===== src/hw/mem_pkg.sv =====
package mem_pkg;

    typedef logic [31:0] addr_t;      // Byte address
    typedef logic [31:0] data_t;
    typedef logic [3:0]  byte_en_t;   // One enable per byte lane
    typedef logic [7:0]  word_idx_t;  // RAM word index
    typedef data_t       bus_rsp_t;   // RAM read data

    localparam int RAM_WORDS = 256;   // 1 KB of data memory

    typedef enum logic [1:0] {
        OP_PASS  = 2'd0,
        OP_LOAD  = 2'd1,
        OP_STORE = 2'd2
    } access_op_e;

    typedef enum logic [1:0] {
        SZ_BYTE = 2'd0,
        SZ_HALF = 2'd1,
        SZ_WORD = 2'd2
    } access_sz_e;

    // Port request
    typedef struct packed {
        access_op_e op;
        access_sz_e sz;
        logic       is_unsigned;
        addr_t      addr;
        data_t      wdata;
    } mem_req_t;

    // Port response
    typedef struct packed {
        data_t data;
        logic  align_err;
    } mem_resp_t;

    // Shared RAM bus request
    typedef struct packed {
        word_idx_t idx;
        logic      we;
        byte_en_t  be;
        data_t     wdata;     // Already replicated across lanes
    } bus_req_t;

endpackage


===== src/hw/bus_arbiter.sv =====
`timescale 1ns/1ps

module bus_arbiter (
    input  logic              clk_i,
    input  logic              rst_i,
    input  logic              bus_valid0_i,
    input  mem_pkg::bus_req_t bus_req0_i,
    output logic              bus_grant0_o,
    input  logic              bus_valid1_i,
    input  mem_pkg::bus_req_t bus_req1_i,
    output logic              bus_grant1_o,
    output logic              ram_en_o,
    output mem_pkg::bus_req_t ram_req_o,
    input  mem_pkg::data_t    ram_rdata_i,
    output logic              rd_valid0_o,
    output logic              rd_valid1_o,
    output mem_pkg::data_t    rd_data_o
);

    logic last_q;       // Port granted most recently
    logic rd_pend_q;    // Read issued last cycle
    logic owner_q;      // Port that owns the pending read

    // Tie goes to the port not granted last time
    assign bus_grant0_o = bus_valid0_i && (!bus_valid1_i || last_q);
    assign bus_grant1_o = bus_valid1_i && (!bus_valid0_i || !last_q);

    assign ram_en_o  = bus_grant0_o || bus_grant1_o;
    assign ram_req_o = bus_grant1_o ? bus_req1_i : bus_req0_i;

    // Read data comes back one cycle after the grant
    assign rd_valid0_o = rd_pend_q && !owner_q;
    assign rd_valid1_o = rd_pend_q && owner_q;
    assign rd_data_o   = ram_rdata_i;

    always_ff @(posedge clk_i) begin
        if (rst_i) begin
            last_q    <= 1'b1;    // Port 0 wins first tie
            rd_pend_q <= 1'b0;
            owner_q   <= 1'b0;
        end else begin
            rd_pend_q <= ram_en_o && !ram_req_o.we;
            if (ram_en_o) begin
                last_q  <= bus_grant1_o;
                owner_q <= bus_grant1_o;
            end
        end
    end

endmodule


===== config.mk =====
export PLATFORM = sky130hd
export DESIGN_NAME = bus_arbiter
export DESIGN_NICKNAME = d
export VERILOG_FILES = /design/src/hw/mem_pkg.sv /design/src/hw/bus_arbiter.sv
export SDC_FILE = /design/constraint.sdc
export NUM_CORES = 1
export LEC_CHECK = 0
export BUFFER_PORTS_ARGS = -buffer_cell sky130_fd_sc_hd__buf_2
export CAP_MARGIN = 40
export CORE_AREA = 2 2 80 82
export CTS_CLUSTER_DIAMETER = 60
export DETAILED_ROUTE_END_ITERATION = 8
export DIE_AREA = 0 0 82 84
export PLACE_DENSITY = 0.64
export SLEW_MARGIN = 20
export SYNTH_ARGS = -nofsm -noshare
export SYNTH_HDL_FRONTEND = slang
export SYNTH_SLANG_ARGS = --single-unit

===== constraint.sdc =====
create_clock -name clk_i -period 2.3 [get_ports clk_i]
set_input_delay 0.23 -clock clk_i [delete_from_list [all_inputs] [get_ports clk_i]]
set_output_delay 0.23 -clock clk_i [all_outputs]
set_load 0.01 [all_outputs]

==> flow_summary.json <==
{
  "ys_types": 16,
  "dp.cells": 283,
  "crit_fanout": 35,
  "gp_congestion": 0.735,
  "clock_latency_ns": 0.21,
  "drive_gt1_share_pct": 92.9,
  "cts_htree_levels": 1,
  "fin_nets": 337,
  "remaining_drc_errors": 0,
  "synth-seq-cells": 3,
  "ys_seq_area_share_pct": 5.54,
  "crit_chain": "a21boi_4 -> buf_12 -> mux2_2 -> buf_2",
  "fmax_mhz": 575,
  "cellLeakagePower_nw": 0.951,
  "fp.dieH_um": 84,
  "critPathMaxStageDelay_ns": 0.36,
  "post-route-period-util_pct": 75.6,
  "nFillCells": 667,
  "antenna_left": 0,
  "drv_cap": 0,
  "r2r_setup_slack_ns": 1.31,
  "io_pins": 208,
  "grt_antenna_before_repair": 0,
  "dr.pass1.iters": 2,
  "route.vias.total": 1124,
  "clock-root-buffer": "clkbuf_8",
  "avgViaCountPerCell": 3.92,
  "relSlewSlack_pct": 83.3,
  "wl_per_cell_um": 11.2,
  "rows": 29,
  "grt_pass1_wl_um": 4300,
  "critPathTopFamily": "buffers and inverters",
  "clk_pin_slew_ns": 0.03,
  "hold_path.class": "in -> reg",
  "drv_slew": 0,
  "dp_hpwl_um": 2860,
  "synth_edf_count": 0,
  "syn_nets": 224,
  "yosysWarningCount": 0,
  "initial_core_util_pct": 17.8,
  "final.setup.tns_ns": 0,
  "fp.dieArea_mm2": 0.00689,
  "area_growth_pct": 52.8,
  "yosysTopAreaCellShare_pct": 41.5,
  "timing_hold_violations_final": 0,
  "endpoint_kind": "output port",
  "clock_path_buffers": 2,
  "finalClockSkew_ns": 0.00106,
  "coreArea_mm2": 0.00610,
  "cts_hold_buf": 0,
  "io_buffers": 143,
  "worst_pin_slew_ns": 0.251,
  "period_minus_slack_ns": 1.74,
  "instances_no_fill": 287,
  "drt_iter0_drc": 10,
  "antenna_cells": 0,
  "cts_tree": "built",
  "grt_max_degree": 36,
  "ys_async_sr_fraction_pct": 0,
  "ir_drop_mv": 0.133,
  "cts_buffers": 3,
  "yosysTopAreaCell": "mux2_4",
  "rsz0062_at_grt": "false",
  "gr-total-overflow": 0,
  "cts.repair.resized": 0,
  "fp.dieW_um": 82,
  "status": "complete, no violations",
  "critPathBufInv": 2,
  "yosys-top-cells-area": "mux2_4, buf_4, mux2_2, buf_12, dfxtp_1",
  "synth_cells": 98,
  "avgSynthCellArea_um2": 11.1,
  "netlist_area_mm2": 0.00108,
  "grt_use_total_pct": 7.95,
  "cp_slowest_cell": "mux2_2",
  "synthFlopType": "dfxtp_1",
  "crit_type": "reg -> out",
  "grt_pass1_vias": 1060,
  "setup_violations": 0,
  "post_cts_buffers": 0,
  "cp-start-kind": "register",
  "cp.arrival_ns": 1.51,
  "p_per_area_mw_per_mm2": 333,
  "clock_sinks": 3,
  "cp.required_ns": 2.07,
  "final_util_pct": 27.2,
  "wl_um": 3210
}
==> sequential cells by signal, indices dropped and copies added, names as in the netlist <==
name	count
last_q	1
owner_q	1
rd_pend_q	1
==> per-layer routing <==
layer / wire, um / GRT usage (%) / vias to the layer above
li1: - / - / 533
met1: 1030 / 7.42 / 484
met2: 1550 / 15.2 / 105
met3: 607 / 3.03 / 2
met4: 19 / 2.73 / 0
met5: 0 / 0 / -
==> where the power goes <==
part | total [mW] | internal (mW) | switching [mW]
Combinational | 0.343 | 0.210 | 0.134
Sequential | 0.0594 | 0.0564 | 0.00306
Clock | 0.150 | 0.118 | 0.0321
==> cell families (layout without fill, tap and decap cells) <==
kind of cell / after synthesis / count (layout) / synth area share [%]
muxes: 45 / 45 / 57.1
buffers and inverters: 37 / 149 / 29.4
and+or+nand+nor: 9 / 9 / 4.85
AOI/OAI and AO/OA: 4 / 4 / 3.11
DFF: 3 / 3 / 5.54
==> stage by stage <==
stage	instance area [um^2]	power (mW)	worst slack (ns)	hold WS, ns
floorplan	1080	0.320	0.988	0.299
global placement	1610	0.403	0.739	0.435
detailed placement	1610	0.408	0.730	0.443
CTS	1660	0.562	0.549	0.220
global route	1660	0.592	0.485	0.236
finish	1660	0.553	0.560	0.221
==> synth_stat cells (2+ instances only) <==
master    instances
and2_1            2
buf_12            3
buf_4            33
dfxtp_1           3
mux2_2           15
mux2_4           30
nand2b_1          2
nor2_1            2
==> worst paths after layout <==
kind,from,endpoint,cells past startpoint
max,last_q,ram_req_o[1],4
min,rst_i,owner_q,2
max reg2reg,last_q,rd_pend_q,3
min reg2reg,last_q,last_q,2
==> final cells by class <==
class	count	area (um^2)	share of cell area [%]
clock buffer	4	45.0	2.72
multi-input combinational	58	713	43.0
sequential	3	60.1	3.62
tap	77	96.3	5.81
timing repair buffer	145	743	44.8
==> placed cells by master, fill, tap and decap left out, types with 2 or more instances in the layout <==
cell,Yosys,layout
buf_2,0,143
clkbuf_8,0,3
and2_1,2,2
mux2_2,15,15
mux2_4,30,30
dfxtp_1,3,3
nor2_1,2,2
nand2b_1,2,2
Power figures use the tool's default switching activity.
