**src/hw/mem_pkg.sv**
```systemverilog
package mem_pkg;

    typedef logic [31:0] addr_t;      // Byte address
    typedef logic [31:0] data_t;
    typedef logic [3:0]  byte_en_t;   // One enable per byte lane
    typedef logic [7:0]  word_idx_t;  // RAM word index
    typedef data_t       bus_rsp_t;   // RAM read data

    localparam int RAM_WORDS = 256;   // 1 KB of data memory

    typedef enum logic [1:0] {
        OP_PASS  = 2'd0,
        OP_LOAD  = 2'd1,
        OP_STORE = 2'd2
    } access_op_e;

    typedef enum logic [1:0] {
        SZ_BYTE = 2'd0,
        SZ_HALF = 2'd1,
        SZ_WORD = 2'd2
    } access_sz_e;

    // Port request
    typedef struct packed {
        access_op_e op;
        access_sz_e sz;
        logic       is_unsigned;
        addr_t      addr;
        data_t      wdata;
    } mem_req_t;

    // Port response
    typedef struct packed {
        data_t data;
        logic  align_err;
    } mem_resp_t;

    // Shared RAM bus request
    typedef struct packed {
        word_idx_t idx;
        logic      we;
        byte_en_t  be;
        data_t     wdata;     // Already replicated across lanes
    } bus_req_t;

endpackage

```
**src/hw/mem_access_unit.sv**
```systemverilog
`timescale 1ns/1ps

module mem_access_unit (
    input  logic               clk_i,
    input  logic               rst_i,
    input  logic               req_valid_i,
    output logic               req_ready_o,
    input  mem_pkg::mem_req_t  req_i,
    output logic               resp_valid_o,
    input  logic               resp_ready_i,
    output mem_pkg::mem_resp_t resp_o,
    output logic               bus_valid_o,
    output mem_pkg::bus_req_t  bus_req_o,
    input  logic               bus_grant_i,
    input  logic               rd_valid_i,
    input  mem_pkg::data_t     rd_data_i
);

    typedef enum logic [1:0] {
        IDLE,
        BUS,
        WAIT,
        RESP
    } state_e;

    state_e             state_q;
    mem_pkg::mem_req_t  req_q;
    mem_pkg::data_t     resp_data_q;
    logic               align_err_q;

    logic               accept;
    logic               is_mem_op;
    logic               misaligned;
    mem_pkg::byte_en_t  byte_en;
    logic [7:0]         ld_byte;
    logic [15:0]        ld_half;
    mem_pkg::data_t     ld_data;

    assign req_ready_o  = (state_q == IDLE);
    assign resp_valid_o = (state_q == RESP);
    assign bus_valid_o  = (state_q == BUS);
    assign accept       = req_valid_i && req_ready_o;

    assign resp_o.data      = resp_data_q;
    assign resp_o.align_err = align_err_q;

    // Alignment check on the incoming request
    always_comb begin
        is_mem_op = (req_i.op == mem_pkg::OP_LOAD) || (req_i.op == mem_pkg::OP_STORE);
        case (req_i.sz)
            mem_pkg::SZ_BYTE: misaligned = 1'b0;
            mem_pkg::SZ_HALF: misaligned = is_mem_op && req_i.addr[0];
            default:          misaligned = is_mem_op && (req_i.addr[1:0] != 2'b00);
        endcase
    end

    always_comb begin
        case (req_q.sz)
            mem_pkg::SZ_BYTE: byte_en = 4'b0001 << req_q.addr[1:0];
            mem_pkg::SZ_HALF: byte_en = req_q.addr[1] ? 4'b1100 : 4'b0011;
            default:          byte_en = 4'b1111;
        endcase
    end

    always_comb begin
        bus_req_o.idx = req_q.addr[9:2];            // Bits above 1 KB ignored
        bus_req_o.we  = (req_q.op == mem_pkg::OP_STORE);
        bus_req_o.be  = byte_en;
        case (req_q.sz)
            mem_pkg::SZ_BYTE: bus_req_o.wdata = {4{req_q.wdata[7:0]}};
            mem_pkg::SZ_HALF: bus_req_o.wdata = {2{req_q.wdata[15:0]}};
            default:          bus_req_o.wdata = req_q.wdata;
        endcase
    end

    // Load lane select and extension
    always_comb begin
        ld_half = req_q.addr[1] ? rd_data_i[31:16] : rd_data_i[15:0];
        ld_byte = rd_data_i[{req_q.addr[1:0], 3'b000} +: 8];
        case (req_q.sz)
            mem_pkg::SZ_BYTE:
                ld_data = req_q.is_unsigned ? {24'b0, ld_byte} : {{24{ld_byte[7]}}, ld_byte};
            mem_pkg::SZ_HALF:
                ld_data = req_q.is_unsigned ? {16'b0, ld_half} : {{16{ld_half[15]}}, ld_half};
            default:
                ld_data = rd_data_i;
        endcase
    end

    always_ff @(posedge clk_i) begin
        if (rst_i) begin
            state_q <= IDLE;
        end else begin
            case (state_q)
                IDLE: if (accept) begin
                    state_q <= (is_mem_op && !misaligned) ? BUS : RESP;
                end
                BUS:  if (bus_grant_i) begin
                    state_q <= bus_req_o.we ? RESP : WAIT;   // Stores need no read data
                end
                WAIT: if (rd_valid_i) begin
                    state_q <= RESP;
                end
                RESP: if (resp_ready_i) begin
                    state_q <= IDLE;
                end
                default: state_q <= IDLE;
            endcase
        end
    end

    always_ff @(posedge clk_i) begin
        if (accept) begin
            req_q       <= req_i;
            resp_data_q <= req_i.wdata;   // Echoed unless a load overwrites it
            align_err_q <= misaligned;
        end else if (state_q == WAIT && rd_valid_i) begin
            resp_data_q <= ld_data;
        end
    end

endmodule

```
**config.mk**
```make
export PLATFORM = sky130hd
export DESIGN_NAME = mem_access_unit
export DESIGN_NICKNAME = d
export VERILOG_FILES = /design/src/hw/mem_pkg.sv /design/src/hw/mem_access_unit.sv
export SDC_FILE = /design/constraint.sdc
export NUM_CORES = 1
export LEC_CHECK = 0
export ABC_AREA = 0
export BUFFER_PORTS_ARGS = -buffer_cell sky130_fd_sc_hd__buf_2
export CORE_ASPECT_RATIO = 2
export CORE_MARGIN = 5
export CORE_UTILIZATION = 44
export CTS_BUF_LIST = sky130_fd_sc_hd__clkbuf_2 sky130_fd_sc_hd__clkbuf_4 sky130_fd_sc_hd__clkbuf_8
export DETAILED_ROUTE_END_ITERATION = 10
export GPL_ROUTABILITY_DRIVEN = 0
export PLACE_DENSITY = 0.79
export SETUP_SLACK_MARGIN = 0.15
export SYNTH_ARGS = -nofsm -noshare
export SYNTH_HDL_FRONTEND = slang
export SYNTH_SLANG_ARGS = --single-unit
```
**constraint.sdc**
```tcl
create_clock -name clk_i -period 2.68 [get_ports clk_i]
set_input_delay 0.268 -clock clk_i [delete_from_list [all_inputs] [get_ports clk_i]]
set_output_delay 0.268 -clock clk_i [all_outputs]
set_load 0.02 [all_outputs]
```
==> summary.txt, run 1 <==
Cells and area
  – Nets: 603
  – Number of fill cells in the layout: 805
  – Layout area overhead: 25.6%
  – Core Util, Final: 56.0%
  – FF/Latch Area: 2440 µm²
  – Area of the multi-input gates: 1420 µm²
  – Share of layout cells above drive strength 1: 41.7%

CTS
  – Num Clock Sinks: 82
  – Post-CTS Setup Bufs: 0
  – CTS Hold Bufs: 0
  – Clock-pin slew on the worst setup and hold paths: 0.09 ns
  – Root Driver: clkbuf_8
  – Worst-Skew Late Latency: 0.36 ns
  – Post-cts resize count: 0
  – TritonCTS clock tree: yes
  – Bufs on Longest Clock Path: 2
  – H-tree depth: 3
  – CTS Buf Count: 9

Die
  – Die height: 147 µm
  – Area of the core: 9260 µm²
  – Standard-cell rows: 50
  – Die area: 11500 µm²
  – Die X: 78.5 µm
  – Initial Utilization: 44.6%
  – Boundary Pins: 188

Logic synthesis
  – Synth top area share: 58.2%
  – Cell count after synthesis: 345
  – Synth Register Bits: 82
  – Avg Cell Area, Syn: 12.0 µm²
  – List of most frequent post-synthesis cells: 80 x edfxtp_1, 35 x nand2_1, 32 x nand3_1, 22 x o21ai_1, 18 x buf_4
  – Prevailing post-synth register cell: edfxtp_1
  – Post-Synthesis Net Count: 457
  – Post-synth top area cell: edfxtp_1
  – Main area contributors after synthesis: edfxtp_1 58%, mux2i_1 3.9%, nand3_1 3.9%, buf_4 3.3%, mux2_2 3.3%
  – Synth Cell Area: 4130 µm²
  – Most common cell in the netlist: edfxtp_1
  – Seq/Total Area, Yosys: 59.2%
  – Number of synthesized flops with an enable pin: 80
  – Yosys warning count: 0
  – Post-synth ARST share: 0%
  – Synth cell types: 45

Setup path
  – CP max FO: 38
  – Critical path required time: 2.41 ns
  – Startpoint Class: flip-flop
  – Worst path arrival time: 2.04 ns
  – Critical path type: flip-flop to primary output
  – Critical Path End Type: primary output

STA
  – Worst Skew: 0.00736 ns
  – Worst-Margin Slew: 0.871 ns
  – Unrepaired setup endpoints after global routing: false
  – Final critical-path share of the clock period: 86.2%
  – Max Clk Rate: 433 MHz
  – Final hold vios: 0
  – Tmin final: 2.31 ns
  – Final setup fails: 0
  – Setup tns final: 0 ns
  – Slew Limit Fails: 0
  – Slew HR: 41.8%

Place
  – Hpwl dp: 8.90 mm
  – Number of port buffers: 165

Routing
  – Via/cell ratio: 5.58
  – Final wirelength: 12.1 mm
  – Via count: 3369
  – Drt drc: 0
  – Pre-antenna DRT Iters: 4
  – WL/cell: 20.1 µm
  – Antenna-violating nets left: 0
  – Initial DRC Count: 291

Outcome
  – Status: completed

Power
  – Peak supply drop: 0.587 mV
  – Cell Pwr Density: 1040 nW/µm²
  – Pleak: 2.22 nW

GRT
  – Largest net degree at the start of global routing: 51
  – First-pass GRT wire length: 18.9 mm
  – Vias in the first global route: 3610
  – Initial antenna violation count: 5
  – Tot GR Track Use: 21.6%
  – Residual overflow from global routing: 0

Flow run
  – Max_cap viols: 0

Worst hold path
  – Worst min-delay path category: input port to flip-flop
[metrics by stage]
| step | cells | worst slack [ns] | hold slack [ns] | total power [mW] | area, µm² |
|---|---|---|---|---|---|
| 2_1_floorplan | 345 | 0.387 | 0.337 | 3.64 | 4130 |
| 4_1_cts | 600 | 0.363 | 0.0669 | 5.45 | 5170 |
| 3_5_place_dp | 584 | 0.528 | 0.448 | 4.37 | 4930 |
| 6_report | 604 | 0.369 | 0.0807 | 5.41 | 5180 |
| 3_3_place_gp | 584 | 0.628 | 0.444 | 4.30 | 4930 |
| 5_1_grt | 604 | 0.260 | 0.0645 | 5.71 | 5180 |
[power by group]
part / leakage [nW] / internal [mW] / switching [mW] / total, mW
Clock: 0.121 / 0.619 / 0.463 / 1.08
Sequential: 0.781 / 1.95 / 0.178 / 2.13
Combinational: 1.31 / 0.747 / 1.46 / 2.21
Total: 2.22 / 3.31 / 2.10 / 5.41
[metal layers]
| layer | global-route usage [%] | part of all wire [%] |
|---|---|---|
| met1 | 22.7 | 35 |
| met2 | 38.6 | 55 |
| met3 | 5.52 | 6.3 |
| met4 | 11.3 | 3.8 |
| met5 | 0 | 0.058 |
[critical path: stages, from the launching register on]
cell      delay (ns)
edfxtp_1        0.65
buf_4           0.47
mux2_2          0.38
buf_2           0.16
[cell families after synthesis]
logic type,Yosys count,synth area share [%]
AND/OR/NAND/NOR,100,11.5
XOR/XNOR,1,0.212
flip-flops,82,59.2
adder cells (fa/ha/maj),5,1.52
multiplexers,35,9.16
AO/OA/AOI/OAI,76,12.1
buffers and inverters,46,6.34
[registers in the layout (all words and copies together) (netlist names)]
signal / count
bus_req_o: 8
state_q: 2
req_q: 39
resp_data_q: 32
align_err_q: 1
[layout by cell type, fill, tap and decap left out, drive strengths merged, types with 3 or more instances in the layout]
| cell | count |
|---|---|
| a31oi | 9 |
| nand2 | 35 |
| clkinv | 4 |
| bufinv | 3 |
| mux2 | 19 |
| a22oi | 8 |
| nor2b | 3 |
| a21oi | 9 |
| inv | 6 |
| nand2b | 5 |
| ha | 5 |
| a32oi | 7 |
| nand3 | 32 |
| nor2 | 16 |
| clkbuf | 9 |
| edfxtp | 80 |
| mux2i | 16 |
| buf | 175 |
| diode | 4 |
| o22a | 7 |
| a21o | 3 |
| o21ai | 25 |
[area by class of cell]
cell class | count | share of cell area [%]
diodes | 4 | 0.193
clock buffers | 9 | 2.39
clock inverters | 7 | 2.25
inverters | 6 | 0.435
multi-input cells | 217 | 27.5
flip-flops and latches | 82 | 47.1
well taps | 104 | 2.51
repair buffers | 175 | 17.6
[worst paths after layout]
kind	startpoint	endpoint	slack [ns]	depth (start not counted)
setup reg to reg	req_q[65]	resp_data_q[28]	0.51	3
hold / removal	req_i[37]	bus_req_o[40]	0.08	1
hold reg to reg	state_q[0]	state_q[0]	0.55	2
setup / recovery	req_q[66]	bus_req_o[20]	0.37	3
Note: power is estimated with default switching activity, not from simulation.
==> run 2: changes to the inputs <==
Settings changed: ABC_AREA 0 to 1, CORE_UTILIZATION 44 to 45, TNS_END_PERCENT set to 5.
==> summary.txt, run 2 <==
Outcome
  – Status: completed

Logic synthesis
  – Synth Area in Adders: 1.41%
  – Seq/Total Area, Yosys: 55.2%
  – Yosys warning count: 0
  – Post-synthesis compound-gate area fraction: 11.6%
  – Cell count after synthesis: 498
  – Avg Cell Area, Syn: 8.89 µm²
  – Main area contributors after synthesis: edfxtp_1 54%, nand2_1 8.5%, inv_1 6.4%, o21ai_0 5.8%, a21oi_1 4.0%
  – Number of synthesized flops with an enable pin: 80
  – List of most frequent post-synthesis cells: 100 x nand2_1, 80 x edfxtp_1, 76 x inv_1, 51 x o21ai_0, 41 x nor2_1
  – Synth cell types: 27
  – Largest family of logic cells by synthesized area: simple AND/OR/NAND/NOR gates
  – Prevailing post-synth register cell: edfxtp_1
  – Most common cell in the netlist: nand2_1
  – Synth top area share: 54.3%
  – Synth Area in XOR/XNOR: 0.198%
  – Post-Synthesis Net Count: 610
  – Mux contribution to synthesized area: 0%
  – Synth Register Bits: 82
  – Post-synth top area cell: edfxtp_1
  – Synth Cell Area: 4430 µm²
  – Post-synth ARST share: 0%
  – Simple-gate share of the synthesized area: 19.3%

Power
  – Cell Pwr Density: 1000 nW/µm²
  – Peak supply drop: 0.771 mV
  – Power Total: 5.42 mW
  – Pleak: 2.65 nW

STA
  – Tmin final: 2.28 ns
  – Slew Limit Fails: 0
  – Final critical-path share of the clock period: 85.2%
  – Final setup fails: 0
  – Unrepaired setup endpoints after global routing: false
  – Max Clk Rate: 438 MHz
  – Setup tns final: 0 ns
  – Worst Skew: 0.0129 ns
  – Worst-Margin Slew: 0.923 ns
  – Slew HR: 38.4%
  – Final hold vios: 0

Routing
  – Drt drc: 0
  – Via count: 3979
  – Via/cell ratio: 5.11
  – Antenna-violating nets left: 0
  – Initial DRC Count: 273
  – WL/cell: 16.7 µm
  – Pre-antenna DRT Iters: 5
  – Final wirelength: 13.0 mm

GRT
  – Initial antenna violation count: 0
  – First-pass GRT wire length: 20.0 mm
  – Tot GR Track Use: 21.9%
  – Vias in the first global route: 3966
  – Largest net degree at the start of global routing: 57
  – Residual overflow from global routing: 0

Cells and area
  – Core Util, Final: 55.8%
  – Layout area overhead: 22.3%
  – Leading cell type in the layout, fill and taps excluded: buf_2
  – Nets: 754
  – Finished Cell Area: 5420 µm²
  – Largest reg by FF count: req_q
  – Antenna cell count: 0
  – Commonest non-fill, non-tap cells in the layout: 165 x buf_2, 100 x nand2_1, 80 x edfxtp_1
  – Number of flip-flops in the largest register: 39
  – Share of layout cells above drive strength 1: 32.8%

Setup path
  – Critical path type: flip-flop to primary output
  – Critical Path End Type: primary output
  – CP max FO: 28
  – Startpoint Class: flip-flop
  – Worst path arrival time: 2.01 ns
  – Critical path required time: 2.41 ns

Die
  – Standard-cell rows: 51
  – Initial Utilization: 45.6%
  – Die X: 80.1 µm
  – Area of the core: 9700 µm²
  – Die area: 12000 µm²
  – Die height: 150 µm
  – Boundary Pins: 188

CTS
  – Root Driver: clkbuf_8
  – Bufs on Longest Clock Path: 2
  – CTS Hold Bufs: 0
  – H-tree depth: 3
  – CTS Buf Count: 9
  – Post-cts resize count: 0
  – TritonCTS clock tree: yes
  – Clock-pin slew on the worst setup and hold paths: 0.08 ns
  – Post-CTS Setup Bufs: 0
  – Num Clock Sinks: 82
  – Worst-Skew Late Latency: 0.36 ns

Place
  – Dpl cell area: 5220 µm²
  – Number of port buffers: 165
  – Hpwl dp: 9.74 mm

Flow run
  – Max_cap viols: 0

Worst hold path
  – Worst min-delay path category: input port to flip-flop
## run 2: changes by cell type in the layout (fill, tap and decap cells not counted), sizes merged, moves of 7 or more
cell / change
a32oi: -7
mux2: -19
a31oi: -9
or2: +16
o21ai: +26
mux2i: -16
nor2: +26
a21oi: +26
nand2: +68
o22a: -7
inv: +74
## run 2: worst paths after layout
check / from / depth (start not counted) / slack [ns] / to
max reg2reg: state_q[0] / 5 / 0.47 / req_q[5]
max: req_q[66] / 6 / 0.40 / bus_req_o[28]
min reg2reg: state_q[0] / 2 / 0.57 / state_q[0]
min: rst_i / 2 / 0.07 / state_q[0]
## run 2: worst max-delay path: stages, from the launching register on
cell	delay [ns]
edfxtp_1	0.44
inv_4	0.28
nand2_4	0.19
inv_4	0.30
nand2_1	0.12
o211ai_1	0.12
buf_2	0.20
## run 2: area by class of cell
type	instances	area, µm²
Tap cell	132	165
Timing Repair Buffer	171	871
Fill cell	945	4280
Clock buffer	11	139
Clock inverter	5	55.1
Multi-Input combinational cell	298	1440
Sequential cell	82	2440
Inverter	80	305
## run 2: per-stage QoR
step	setup WS, ns	std cells	hold slack (ns)
after global placement	0.612	763	0.435
final	0.397	779	0.0712
after detailed placement	0.482	763	0.445
after CTS	0.346	779	0.0548
after global routing	0.255	779	0.0622
after floorplan	0.281	498	0.337
## run 2: power breakdown
group	switching, mW	internal, mW	total (mW)
sequential	0.151	1.96	2.11
combinational	1.68	0.723	2.41
clock	0.456	0.449	0.905
## run 2: kinds of logic (layout without fill, tap and decap cells)
kind of cell / Yosys count / after routing
flops: 82 / 82
fa+ha+maj: 5 / 5
compound gates: 97 / 97
xor+xnor: 1 / 1
simple gates: 195 / 195
buf+inv: 118 / 267
## run 2: routing by layer
metal	GRT usage (%)	share of wire, %
met1	24.7	36
met5	0	0
met4	9.48	3.4
met2	39.0	53
met3	4.61	7.4
